File: src/adc_ctrl_pkg.sv
package adc_ctrl_pkg;

    // result and word widths
    localparam int sample_w         = 6;
    localparam int samples_per_word = 16;
    localparam int spi_word_w       = sample_w * samples_per_word;

    // each enable makes the chip answer with this many results
    localparam int samples_per_ena  = 4;

    // timing in clk cycles, scaled down for simulation
    localparam int ena_period       = 25;
    localparam int reset_cycles     = 20;
    localparam int pre_delay_cycles = 50;

    // enables per run
    localparam int calib_enables    = 8;
    localparam int sample_enables   = 16;

    // spi words allowed in flight
    localparam int spi_credits      = 2;
    // one spare code so an extra returned credit can be seen
    localparam int credit_w         = $clog2(spi_credits + 2);

    typedef logic [sample_w-1:0]   sample_t;
    typedef logic [spi_word_w-1:0] spi_word_t;
    typedef logic [8:0]            nowa_t;
    typedef logic [3:0]            cmd_t;
    typedef logic [15:0]           count_t;

    // uart command codes, anything else restarts the adc reset
    localparam cmd_t cmd_calib  = 4'd1;
    localparam cmd_t cmd_sample = 4'd2;

    typedef enum logic [2:0] {
        idle      = 3'd0,
        adc_reset = 3'd1,
        hold      = 3'd2,
        pre_delay = 3'd3,
        calib     = 3'd4,
        sample    = 3'd5
    } seq_state_t;

endpackage

File: src/uart_cmd_decoder.sv
`timescale 1ns/1ps

module uart_cmd_decoder (
    input  logic               clk,
    input  logic               nrst,
    input  logic [7:0]         uart_rdata,
    input  logic               uart_vld,
    output adc_ctrl_pkg::cmd_t cmd,
    output logic               cmd_valid
);

    // previous uart_vld for the falling edge
    logic vld_d;

    always_ff @(posedge clk or negedge nrst) begin
        if (!nrst) begin
            vld_d <= 1'b0;
        end else begin
            vld_d <= uart_vld;
        end
    end

    // keep the low nibble of whatever byte is on the bus
    always_ff @(posedge clk or negedge nrst) begin
        if (!nrst) begin
            cmd <= '0;
        end else if (uart_vld) begin
            cmd <= uart_rdata[3:0];
        end
    end

    // byte finished when valid drops, cmd already holds it
    assign cmd_valid = vld_d & ~uart_vld;

endmodule

File: src/adc_strobe_gen.sv
`timescale 1ns/1ps

module adc_strobe_gen (
    input  logic                 clk,
    input  logic                 nrst,
    input  logic                 run_start,
    input  logic                 run_active,
    input  adc_ctrl_pkg::count_t run_enables,
    output logic                 adc_ena,
    output logic                 ena_done
);

    adc_ctrl_pkg::count_t per_cnt;
    adc_ctrl_pkg::count_t ena_cnt;

    always_ff @(posedge clk or negedge nrst) begin
        if (!nrst) begin
            per_cnt <= '0;
            ena_cnt <= '0;
            adc_ena <= 1'b0;
        end else if (run_start) begin
            // run_start counts as the first cycle of the period
            per_cnt <= adc_ctrl_pkg::count_t'(1);
            ena_cnt <= '0;
            adc_ena <= 1'b0;
        end else if (run_active && !ena_done) begin
            if (per_cnt == adc_ctrl_pkg::count_t'(adc_ctrl_pkg::ena_period - 1)) begin
                per_cnt <= '0;
                ena_cnt <= ena_cnt + adc_ctrl_pkg::count_t'(1);
                adc_ena <= 1'b1;
            end else begin
                per_cnt <= per_cnt + adc_ctrl_pkg::count_t'(1);
                adc_ena <= 1'b0;
            end
        end else begin
            // count kept until the run ends so ena_done holds
            per_cnt <= '0;
            ena_cnt <= run_active ? ena_cnt : '0;
            adc_ena <= 1'b0;
        end
    end

    assign ena_done = (ena_cnt == run_enables);

    // enable pulses only while the sequencer is in a run state
    a_ena_in_run: assert property (@(posedge clk) disable iff (!nrst) adc_ena |-> run_active)
        else $error("adc_ena outside a run");

endmodule

File: src/sample_packer.sv
`timescale 1ns/1ps

module sample_packer (
    input  logic                    clk,
    input  logic                    nrst,
    input  logic                    run_start,
    input  logic                    run_active,
    input  adc_ctrl_pkg::count_t    run_enables,
    input  logic                    adc_ack,
    input  logic                    adc_ack_sub,
    input  adc_ctrl_pkg::sample_t   adc_dout,
    input  logic                    spi_credit,
    output adc_ctrl_pkg::spi_word_t spi_wdata,
    output logic                    spi_wreq,
    output logic                    spi_overrun,
    output logic                    pack_done
);

    logic                              ack_sync;
    logic                              ack_prev;
    adc_ctrl_pkg::sample_t             dout_q;
    adc_ctrl_pkg::spi_word_t           shift_word;
    adc_ctrl_pkg::spi_word_t           full_word;
    adc_ctrl_pkg::spi_word_t           pend_word;
    adc_ctrl_pkg::count_t              word_cnt;
    adc_ctrl_pkg::count_t              sample_cnt;
    adc_ctrl_pkg::count_t              run_total;
    logic                              pending;
    logic [adc_ctrl_pkg::credit_w-1:0] credits;
    logic                              ack_rise;
    logic                              capture;
    logic                              word_done;
    logic                              issue;

    assign run_total = adc_ctrl_pkg::count_t'(run_enables * adc_ctrl_pkg::samples_per_ena);

    // either acknowledge line marks a new result
    assign ack_rise  = ack_sync & ~ack_prev;
    assign capture   = ack_rise && run_active && !run_start && (sample_cnt < run_total);
    assign word_done = capture &&
                       (word_cnt == adc_ctrl_pkg::count_t'(adc_ctrl_pkg::samples_per_word - 1));
    // new result enters at the bottom, oldest ends up in the msbs
    assign full_word = {shift_word[adc_ctrl_pkg::spi_word_w-adc_ctrl_pkg::sample_w-1:0], dout_q};
    // the pending word always goes out before a fresh one
    assign issue     = run_active && (pending || word_done) && (credits != '0);
    assign pack_done = (sample_cnt == run_total) && !pending &&
                       (credits == adc_ctrl_pkg::credit_w'(adc_ctrl_pkg::spi_credits));

    always_ff @(posedge clk or negedge nrst) begin
        if (!nrst) begin
            ack_sync <= 1'b0;
            ack_prev <= 1'b0;
        end else begin
            ack_sync <= adc_ack | adc_ack_sub;
            ack_prev <= ack_sync;
        end
    end

    always_ff @(posedge clk) begin
        dout_q <= adc_dout;
        if (capture) begin
            shift_word <= full_word;
        end
        if (issue) begin
            spi_wdata <= pending ? pend_word : full_word;
        end
        // park a finished word unless it leaves straight away
        if (word_done && (pending == issue)) begin
            pend_word <= full_word;
        end
    end

    always_ff @(posedge clk or negedge nrst) begin
        if (!nrst) begin
            word_cnt    <= '0;
            sample_cnt  <= '0;
            pending     <= 1'b0;
            credits     <= adc_ctrl_pkg::credit_w'(adc_ctrl_pkg::spi_credits);
            spi_wreq    <= 1'b0;
            spi_overrun <= 1'b0;
        end else begin
            spi_wreq <= issue;
            credits  <= credits - adc_ctrl_pkg::credit_w'(issue)
                        + adc_ctrl_pkg::credit_w'(spi_credit);
            if (run_start) begin
                word_cnt    <= '0;
                sample_cnt  <= '0;
                pending     <= 1'b0;
                credits     <= adc_ctrl_pkg::credit_w'(adc_ctrl_pkg::spi_credits);
                spi_overrun <= 1'b0;
            end else if (!run_active) begin
                word_cnt   <= '0;
                sample_cnt <= '0;
                pending    <= 1'b0;
            end else begin
                if (capture) begin
                    sample_cnt <= sample_cnt + adc_ctrl_pkg::count_t'(1);
                    word_cnt   <= word_done ? '0 : word_cnt + adc_ctrl_pkg::count_t'(1);
                end
                if (pending) begin
                    if (issue) begin
                        pending <= word_done;
                    end else if (word_done) begin
                        // second word finished with no room, it is lost
                        spi_overrun <= 1'b1;
                    end
                end else if (word_done && !issue) begin
                    pending <= 1'b1;
                end
            end
        end
    end

    // the spi side must not hand back more credits than it was given
    a_credit_max: assert property (@(posedge clk) disable iff (!nrst)
        credits <= adc_ctrl_pkg::credit_w'(adc_ctrl_pkg::spi_credits))
        else $error("spi credit count above limit");

endmodule

File: src/test_sequencer.sv
`timescale 1ns/1ps

module test_sequencer (
    input  logic                     clk,
    input  logic                     nrst,
    input  logic                     pll_locked,
    input  adc_ctrl_pkg::nowa_t      sw_nowa,
    input  adc_ctrl_pkg::cmd_t       cmd,
    input  logic                     cmd_valid,
    input  logic                     ena_done,
    input  logic                     pack_done,
    output logic                     adc_rstn,
    output logic                     adc_calib_ena,
    output adc_ctrl_pkg::nowa_t      adc_nowa,
    output logic                     run_start,
    output logic                     run_active,
    output adc_ctrl_pkg::count_t     run_enables,
    output adc_ctrl_pkg::seq_state_t state
);

    adc_ctrl_pkg::seq_state_t state_n;
    adc_ctrl_pkg::count_t     rst_cnt;
    adc_ctrl_pkg::count_t     pre_cnt;
    adc_ctrl_pkg::cmd_t       cmd_q;
    logic                     rst_last;
    logic                     pre_last;

    assign rst_last = (rst_cnt == adc_ctrl_pkg::count_t'(adc_ctrl_pkg::reset_cycles - 1));
    assign pre_last = (pre_cnt == adc_ctrl_pkg::count_t'(adc_ctrl_pkg::pre_delay_cycles - 1));

    always_comb begin
        state_n = state;
        case (state)
            adc_ctrl_pkg::idle: begin
                state_n = adc_ctrl_pkg::adc_reset;
            end
            adc_ctrl_pkg::adc_reset: begin
                if (rst_last) begin
                    state_n = adc_ctrl_pkg::hold;
                end
            end
            adc_ctrl_pkg::hold: begin
                if (cmd_valid) begin
                    state_n = adc_ctrl_pkg::pre_delay;
                end
            end
            adc_ctrl_pkg::pre_delay: begin
                if (pre_last) begin
                    if (cmd_q == adc_ctrl_pkg::cmd_calib) begin
                        state_n = adc_ctrl_pkg::calib;
                    end else if (cmd_q == adc_ctrl_pkg::cmd_sample) begin
                        state_n = adc_ctrl_pkg::sample;
                    end else begin
                        // unknown command, reset the chip again
                        state_n = adc_ctrl_pkg::adc_reset;
                    end
                end
            end
            adc_ctrl_pkg::calib, adc_ctrl_pkg::sample: begin
                // all enables out, all results in, all words acknowledged
                if (ena_done && pack_done) begin
                    state_n = adc_ctrl_pkg::hold;
                end
            end
            default: begin
                state_n = adc_ctrl_pkg::idle;
            end
        endcase
        // pll loss wins over everything
        if (!pll_locked) begin
            state_n = adc_ctrl_pkg::idle;
        end
    end

    always_ff @(posedge clk or negedge nrst) begin
        if (!nrst) begin
            state       <= adc_ctrl_pkg::idle;
            rst_cnt     <= '0;
            pre_cnt     <= '0;
            cmd_q       <= '0;
            run_start   <= 1'b0;
            run_enables <= '0;
            adc_nowa    <= '0;
        end else begin
            state     <= state_n;
            rst_cnt   <= (state == adc_ctrl_pkg::adc_reset) ?
                         rst_cnt + adc_ctrl_pkg::count_t'(1) : '0;
            pre_cnt   <= (state == adc_ctrl_pkg::pre_delay) ?
                         pre_cnt + adc_ctrl_pkg::count_t'(1) : '0;
            run_start <= (state == adc_ctrl_pkg::pre_delay) &&
                         ((state_n == adc_ctrl_pkg::calib) || (state_n == adc_ctrl_pkg::sample));
            if ((state == adc_ctrl_pkg::hold) && cmd_valid) begin
                cmd_q <= cmd;
            end
            // run length fixed before the run begins
            if (state == adc_ctrl_pkg::pre_delay) begin
                run_enables <= (cmd_q == adc_ctrl_pkg::cmd_calib) ?
                               adc_ctrl_pkg::count_t'(adc_ctrl_pkg::calib_enables) :
                               adc_ctrl_pkg::count_t'(adc_ctrl_pkg::sample_enables);
            end
            // config switches sampled while the chip sits in reset
            if (state == adc_ctrl_pkg::adc_reset) begin
                adc_nowa <= sw_nowa;
            end
        end
    end

    assign adc_rstn      = (state != adc_ctrl_pkg::adc_reset);
    assign adc_calib_ena = (state == adc_ctrl_pkg::calib);
    assign run_active    = (state == adc_ctrl_pkg::calib) || (state == adc_ctrl_pkg::sample);

endmodule

File: src/adc_ctrl_top.sv
`timescale 1ns/1ps

module adc_ctrl_top (
    input  logic                     clk,
    input  logic                     nrst,
    input  logic                     pll_locked,
    input  adc_ctrl_pkg::nowa_t      sw_nowa,
    input  logic [7:0]               uart_rdata,
    input  logic                     uart_vld,
    input  logic                     adc_ack,
    input  logic                     adc_ack_sub,
    input  adc_ctrl_pkg::sample_t    adc_dout,
    input  logic                     spi_credit,
    output logic                     adc_rstn,
    output logic                     adc_calib_ena,
    output logic                     adc_ena,
    output adc_ctrl_pkg::nowa_t      adc_nowa,
    output adc_ctrl_pkg::spi_word_t  spi_wdata,
    output logic                     spi_wreq,
    output logic                     spi_overrun,
    output adc_ctrl_pkg::seq_state_t state
);

    adc_ctrl_pkg::cmd_t   cmd;
    logic                 cmd_valid;
    logic                 run_start;
    logic                 run_active;
    adc_ctrl_pkg::count_t run_enables;
    logic                 ena_done;
    logic                 pack_done;

    uart_cmd_decoder u_decoder (
        .clk        (clk),
        .nrst       (nrst),
        .uart_rdata (uart_rdata),
        .uart_vld   (uart_vld),
        .cmd        (cmd),
        .cmd_valid  (cmd_valid)
    );

    test_sequencer u_sequencer (
        .clk           (clk),
        .nrst          (nrst),
        .pll_locked    (pll_locked),
        .sw_nowa       (sw_nowa),
        .cmd           (cmd),
        .cmd_valid     (cmd_valid),
        .ena_done      (ena_done),
        .pack_done     (pack_done),
        .adc_rstn      (adc_rstn),
        .adc_calib_ena (adc_calib_ena),
        .adc_nowa      (adc_nowa),
        .run_start     (run_start),
        .run_active    (run_active),
        .run_enables   (run_enables),
        .state         (state)
    );

    adc_strobe_gen u_strobe (
        .clk         (clk),
        .nrst        (nrst),
        .run_start   (run_start),
        .run_active  (run_active),
        .run_enables (run_enables),
        .adc_ena     (adc_ena),
        .ena_done    (ena_done)
    );

    sample_packer u_packer (
        .clk         (clk),
        .nrst        (nrst),
        .run_start   (run_start),
        .run_active  (run_active),
        .run_enables (run_enables),
        .adc_ack     (adc_ack),
        .adc_ack_sub (adc_ack_sub),
        .adc_dout    (adc_dout),
        .spi_credit  (spi_credit),
        .spi_wdata   (spi_wdata),
        .spi_wreq    (spi_wreq),
        .spi_overrun (spi_overrun),
        .pack_done   (pack_done)
    );

endmodule

File: config.mk
export PLATFORM = sky130hd
export DESIGN_NAME = adc_ctrl_top
export DESIGN_NICKNAME = d
export VERILOG_FILES = /design/src/adc_ctrl_pkg.sv /design/src/uart_cmd_decoder.sv /design/src/adc_strobe_gen.sv /design/src/sample_packer.sv /design/src/test_sequencer.sv /design/src/adc_ctrl_top.sv
export SDC_FILE = /design/constraint.sdc
export NUM_CORES = 1
export LEC_CHECK = 0
export BUFFER_PORTS_ARGS = -buffer_cell sky130_fd_sc_hd__buf_2
export CELL_PAD_IN_SITES_DETAIL_PLACEMENT = 0
export CELL_PAD_IN_SITES_GLOBAL_PLACEMENT = 1
export CORE_ASPECT_RATIO = 0.75
export CORE_MARGIN = 3
export CORE_UTILIZATION = 30
export CTS_CLUSTER_DIAMETER = 200
export DETAILED_ROUTE_END_ITERATION = 6
export PLACE_DENSITY = 0.61
export SLEW_MARGIN = 20
export SYNTH_ARGS = -nofsm -noshare
export SYNTH_HDL_FRONTEND = slang
export SYNTH_SLANG_ARGS = --single-unit
File: constraint.sdc
create_clock -name clk -period 12.4 [get_ports clk]
set_input_delay 1.24 -clock clk [delete_from_list [all_inputs] [get_ports clk]]
set_output_delay 1.24 -clock clk [all_outputs]
set_load 0.01 [all_outputs]
# After elaboration in Yosys (flattened, before gate mapping)
# Index checks and enable logic that the tools add are counted.
[word_totals]
input_bits = 30
elab_cells = 129
reg_bits = 430
[op_classes]
muxes = 40
eq_ne = 22
bitwise = 5
n_addsub = 8
order_cmp = 1
reduce_logical = 29
[ops]
columns = ["op", "count"]
rows = [
  ["$mux 16", 16],
  ["$add 16x1->16 const B", 6],
  ["$mux 96", 1],
  ["$eq 16x16->1", 2],
  ["$eq 16x5->1 const B", 2],
  ["$mux 3", 7],
  ["$eq 16x4->1 const B", 1],
  ["$eq 16x6->1 const B", 1],
  ["$lt 16x16->1", 1],
  ["$pmux 3 s5", 1],
  ["$logic_and 1x1->1", 14],
  ["$mux 1", 13],
  ["$eq 3x3->1 const B", 4],
  ["$ne 3x3->1 const B", 3],
  ["$reduce_bool 2->1", 4],
  ["$eq 3x2->1 const B", 2],
  ["$mux 5", 1],
  ["$eq 4x1->1 const B", 1],
  ["$eq 4x2->1 const B", 1],
  ["$logic_not 1->1", 4],
  ["$reduce_and 4->1", 1],
  ["$eq 3x1->1 const B", 1],
  ["$logic_not 3->1", 1],
  ["$logic_or 1x1->1", 3],
  ["other kinds (12)", 14],
]

# Depth between registers and ports, before layout
[depth]
word_depth = 15
ltp_mapped = 13
depth_no_buf = 13

# Modules after synthesis
# A second synthesis with hierarchy kept.
[hier_totals]
hier_cells = 1167
area_unflattened_um2 = 16966.3
[modules_own_cells]
columns = ["module", "cells_each", "n_inst", "area_each_um2"]
rows = [
  ["sample_packer", 689, 1, 12361.9],
  ["test_sequencer", 263, 1, 2514.9],
  ["adc_strobe_gen", 205, 1, 1910.6],
  ["uart_cmd_decoder", 10, 1, 178.9],
]

# Worst setup path before layout
# OpenSTA, ideal clock, no wires.
[synth_timing]
path_kind = "register to register"
from = "register u_packer.sample_cnt[12]"
to = "register u_packer.credits[1] in the netlist's numbering"
setup_slack_ns = 5.288
n_path_buf = 0
period_less_slack_ns = 7.112
path_stages_with_launch = 12
arrival_ns = 7.034
cell_sequence = "dfrtp_1 > or4_4 > or3_1 > nor3_2 > nor2_1 > nor2_1 > ha_1 > inv_1 > ha_1 > xor2_1 > xnor2_1 > nand2_1"
[synth_via]
elab_chain_cells = 9
[synth_lines]
columns = ["item", "line_no", "text"]
rows = [
  ["start, declared", "sample_packer.sv:26", "adc_ctrl_pkg::count_t sample_cnt;"],
  ["start signal, assigned", "sample_packer.sv:97", "sample_cnt <= sample_cnt + adc_ctrl_pkg::count_t'(1);"],
  ["$lt 16x16->1", "sample_packer.sv:39", "assign capture = ack_rise && run_active && !run_start && (sample_cnt < run_total);"],
  ["$logic_and 1x1->1", "sample_packer.sv:39", ""],
  ["$logic_and 1x1->1", "sample_packer.sv:40", "assign word_done = capture &&"],
  ["$logic_or 1x1->1", "sample_packer.sv:45", "assign issue = run_active && (pending || word_done) && (credits != '0);"],
  ["$logic_and 1x1->1 (2 in a row)", "sample_packer.sv:45", ""],
  ["net u_packer.issue", "sample_packer.sv:33", "logic issue;"],
  ["$sub 2x1->2", "sample_packer.sv:83", "credits <= credits - adc_ctrl_pkg::credit_w'(issue)"],
  ["$add 2x1->2", "sample_packer.sv:84", "+ adc_ctrl_pkg::credit_w'(spi_credit);"],
  ["$mux 2", "sample_packer.sv:85", "if (run_start) begin"],
  ["end signal, assigned", "sample_packer.sv:78", "credits <= adc_ctrl_pkg::credit_w'(adc_ctrl_pkg::spi_credits);"],
  ["end signal, assigned", "sample_packer.sv:83", ""],
  ["end signal, assigned", "sample_packer.sv:89", "credits <= adc_ctrl_pkg::credit_w'(adc_ctrl_pkg::spi_credits);"],
  ["end, declared", "sample_packer.sv:29", "logic [adc_ctrl_pkg::credit_w-1:0] credits;"],
]
# The timed path passes the listed nets, and every way through them passes these cells.
# A chain may end at the register's enable or synchronous reset.

# Worst setup path after layout
[layout_timing]
from = "register u_packer.sample_cnt[12]"
to = "register u_packer.spi_wdata[80], enable pin"
[layout_via]
elab_chain_cells = 6
[layout_lines]
columns = ["item", "line_no", "text"]
rows = [
  ["$lt 16x16->1", "sample_packer.sv:39", ""],
  ["$logic_and 1x1->1", "sample_packer.sv:39", ""],
  ["$logic_and 1x1->1", "sample_packer.sv:40", ""],
  ["$logic_or 1x1->1", "sample_packer.sv:45", ""],
  ["$logic_and 1x1->1 (2 in a row)", "sample_packer.sv:45", ""],
  ["net u_packer.issue", "sample_packer.sv:33", ""],
  ["end signal, assigned", "sample_packer.sv:65", "spi_wdata <= pending ? pend_word : full_word;"],
  ["end, declared", "sample_packer.sv:13", "output adc_ctrl_pkg::spi_word_t spi_wdata,"],
]
# The timed path passes the listed nets, and every way through them passes these cells.

==> impl_metrics.tcl <==
set metrics [dict create \
    clockBufferDepth 3 \
    sequential_element_share_of_the_synthesized_area 0.736 \
    timing.final.crit_share 0.306 \
    tritoncts.num_buffers 44 \
    synth_top_cells_by_area "edfxtp_1 (53%), dfrtp_1 (20%), mux2_2 (7.9%)" \
    antenna_found_initial 0 \
    yosysTopAreaCell "edfxtp_1" \
    core_um2 52200 \
    fp-row-count 72 \
    grt_first_pass_wirelength_mm 49.5 \
    dpl-instance-area_um2 17600 \
    setup_viol_count_final 0 \
    setup_total_negative_slack_ns 0 \
    synthToLayoutAreaGrowth_pct 18.3 \
    cts_tree "yes" \
    power.leakage_nw 6.81 \
    layout_setup_ws_ns 8.60 \
    crit_fanout 54 \
    finalInstanceArea_um2 19000 \
    critical_path_required_ns 12.58 \
    antenna_violating_nets_post_route 0 \
    antenna_cells 0 \
    routedWlPerCell_um 16.0 \
    cts_num_sinks 416 \
    ff2ff_path_depth 7 \
    post_synth_inst_count 1025 \
    outcome "completed" \
    critPathSlowestCell "buf_4" \
    path_clk_slew_ns 0.06 \
    max_freq_mhz 263 \
    postSynth.asyncResetShare 0.308 \
    rsz0062_at_grt "false" \
    placement_setup_slack_ns 8.55 \
    fin_hold_ws_ns 0.416 \
    crit_path_frequent_cell "buf_4" \
    ys_seq_elements 416 \
    endpoint_class_of_the_critical_path "register" \
    vias_after_detailed_routing 8692 \
    portBuffers 138 \
    finish.net_count 1231 \
    syn_nets 1069 \
    cts-hold-fix-buffers 0 \
    synth_enable_flop_cells 282 \
    clock_latency_ns 0.56 \
    synth.top_cell.area_share 0.528 \
    hp-class "reg2reg" \
    drt_pre_antenna_iters 4 \
    worstPathArrival_ns 3.98 \
    slew_headroom 0.344 \
    routed_via_density 4.51 \
    final_common_cell "edfxtp_1" \
    hpwlAfterDp_mm 18.4 \
    worstPathCellList "or4_4 -> or3_1 -> nor3_2 -> nor2_1 -> nor2_4 -> buf_4 -> buf_4" \
    synth_ff_type "edfxtp_1" \
    die_width_um 273 \
    route.detailed.drc 0 \
    crit_type "reg2reg" \
    finalWorstPathRequiredPeriod_ns 3.80 \
    io-pin-count 143 \
    grt.total_usage 0.110 \
    fp.dieH_um 206 \
    start_util 0.307 \
    design_power_total_mw 2.81 \
    grt-ovfl-total 0 \
    layout-drive-gt1-share 0.278 \
    grt_pass1_vias 8938 \
    drv_slew 0 \
    syn_avg_cell_area_um2 15.6 \
    worstMarginPinSlew_ns 0.984 \
    setup_repair_bufs_after_cts 0 \
    worst_path_largest_cell_delay_ns 0.73 \
    worst_clock_skew_ns 0.0133 \
    buffer_cell_driving_the_clock_tree_root "clkbuf_16" \
    htree_num_levels 2 \
    largest_net_degree_at_the_start_of_global_routing 79 \
    yosys_warnings 0 \
    max-vdd-ir-drop_mv 0.0981 \
    timing.max_cap.violations 0 \
    startpoint_type "register" \
    holdPathStages 0 \
    final.fill_count 4951 \
    place_congestion 0.721 \
    timing_hold_violations_final 0 \
    power.density_cell_area_nw_per_um2 148 \
    die_outline_area_um2 56300 \
    netlist_area_um2 16000 \
    route.final.wire_length_mm 30.7 \
    most-common-layout-cells "edfxtp_1 (282), buf_2 (137), dfrtp_1 (126), mux2_2 (113), nor2_1 (79)" \
    drtIter0Drc 467 \
    synth.distinct_cells 54 \
    postCtsResizedCells 0 \
]
## layer usage
metal,wire (um),vias up,track usage
met1,14800,4351,0.154
li1,-,4161,-
met5,0,-,0
met2,13300,129,0.162
met4,682,0,0.0350
met3,1940,51,0.0353
## report_power, final
part           switching [mW]  internal (mW)  total [mW]
sequential            0.00679           1.48        1.49
clock                   0.540          0.733        1.27
combinational          0.0250         0.0186      0.0436
total                   0.572           2.23        2.81
## worst max-delay path, delay by kind of cell, from the launching register on
kind	cells	cell delay [ns]
buf+inv	2	1.30
flops	1	0.40
simple gates	5	1.67
## cells in the mapped netlist, types with 8 or more instances
library cell    n
or4_1          13
and2_1          9
clkbuf_1       26
nand4_1        19
nand3_1        38
nor4_1         12
and4_1         10
edfxtp_1      282
nand2_1        44
a21oi_1        26
nor3_1          8
and3_1         12
nor2_1         81
xnor2_1        23
xor2_1         36
mux2_2        113
o21ai_0        21
or3_1          16
inv_1          22
ha_1           14
dfrtp_1       127
## per-stage QoR
stage               instances   util
floorplan                1025      -
global placement         1844  0.337
detailed placement       1844  0.337
CTS                      1926  0.364
global route             1926  0.364
finish                   1926  0.364
## final timing paths
kind | start | endpoint | slack (ns)
max | u_packer.sample_cnt[12] | u_packer.spi_wdata[80] | 8.60
min | u_packer.ack_sync | u_packer.ack_prev | 0.42
max reg2reg | u_packer.sample_cnt[12] | u_packer.spi_wdata[80] | 8.60
min reg2reg | u_packer.ack_sync | u_packer.ack_prev | 0.42
max in group asynchronous | nrst | u_packer.sample_cnt[3] | 10.48
min in group asynchronous | nrst | u_sequencer.pre_cnt[8] | 0.71
## registers in the layout, summed over array words and instances (netlist names), 2 cells and up
signal / cells
u_decoder.cmd: 4
u_packer.credits: 2
u_packer.dout_q: 6
u_packer.pend_word: 96
u_packer.sample_cnt: 16
u_packer.shift_word: 90
u_packer.spi_wdata: 96
u_packer.word_cnt: 16
u_sequencer.adc_nowa: 9
u_sequencer.cmd_q: 4
u_sequencer.pre_cnt: 16
u_sequencer.rst_cnt: 16
u_sequencer.run_enables: 2
u_sequencer.state: 3
u_strobe.ena_cnt: 16
u_strobe.per_cnt: 16
## logic make-up (layout without fill, tap and decap cells)
logic type | after synthesis | count (layout) | synth area share
buffers and inverters | 53 | 251 | 0.0132
flip-flops | 416 | 416 | 0.736
AND/OR/NAND/NOR | 293 | 293 | 0.0995
adder cells (fa/ha/maj) | 14 | 14 | 0.0109
multiplexers | 114 | 114 | 0.0800
XOR/XNOR | 59 | 59 | 0.0322
AO/OA/AOI/OAI | 76 | 76 | 0.0284
## cell type report
class,instances,area [um2],share of cell area
clock buffers,62,1220,0.0643
well taps,703,880,0.0464
multi-input cells,556,4040,0.213
clock inverters,20,183,0.00963
repair buffers,147,764,0.0403
flip-flops and latches,416,11800,0.622
inverters,22,82.6,0.00435
Power figures use the tool's default switching activity.
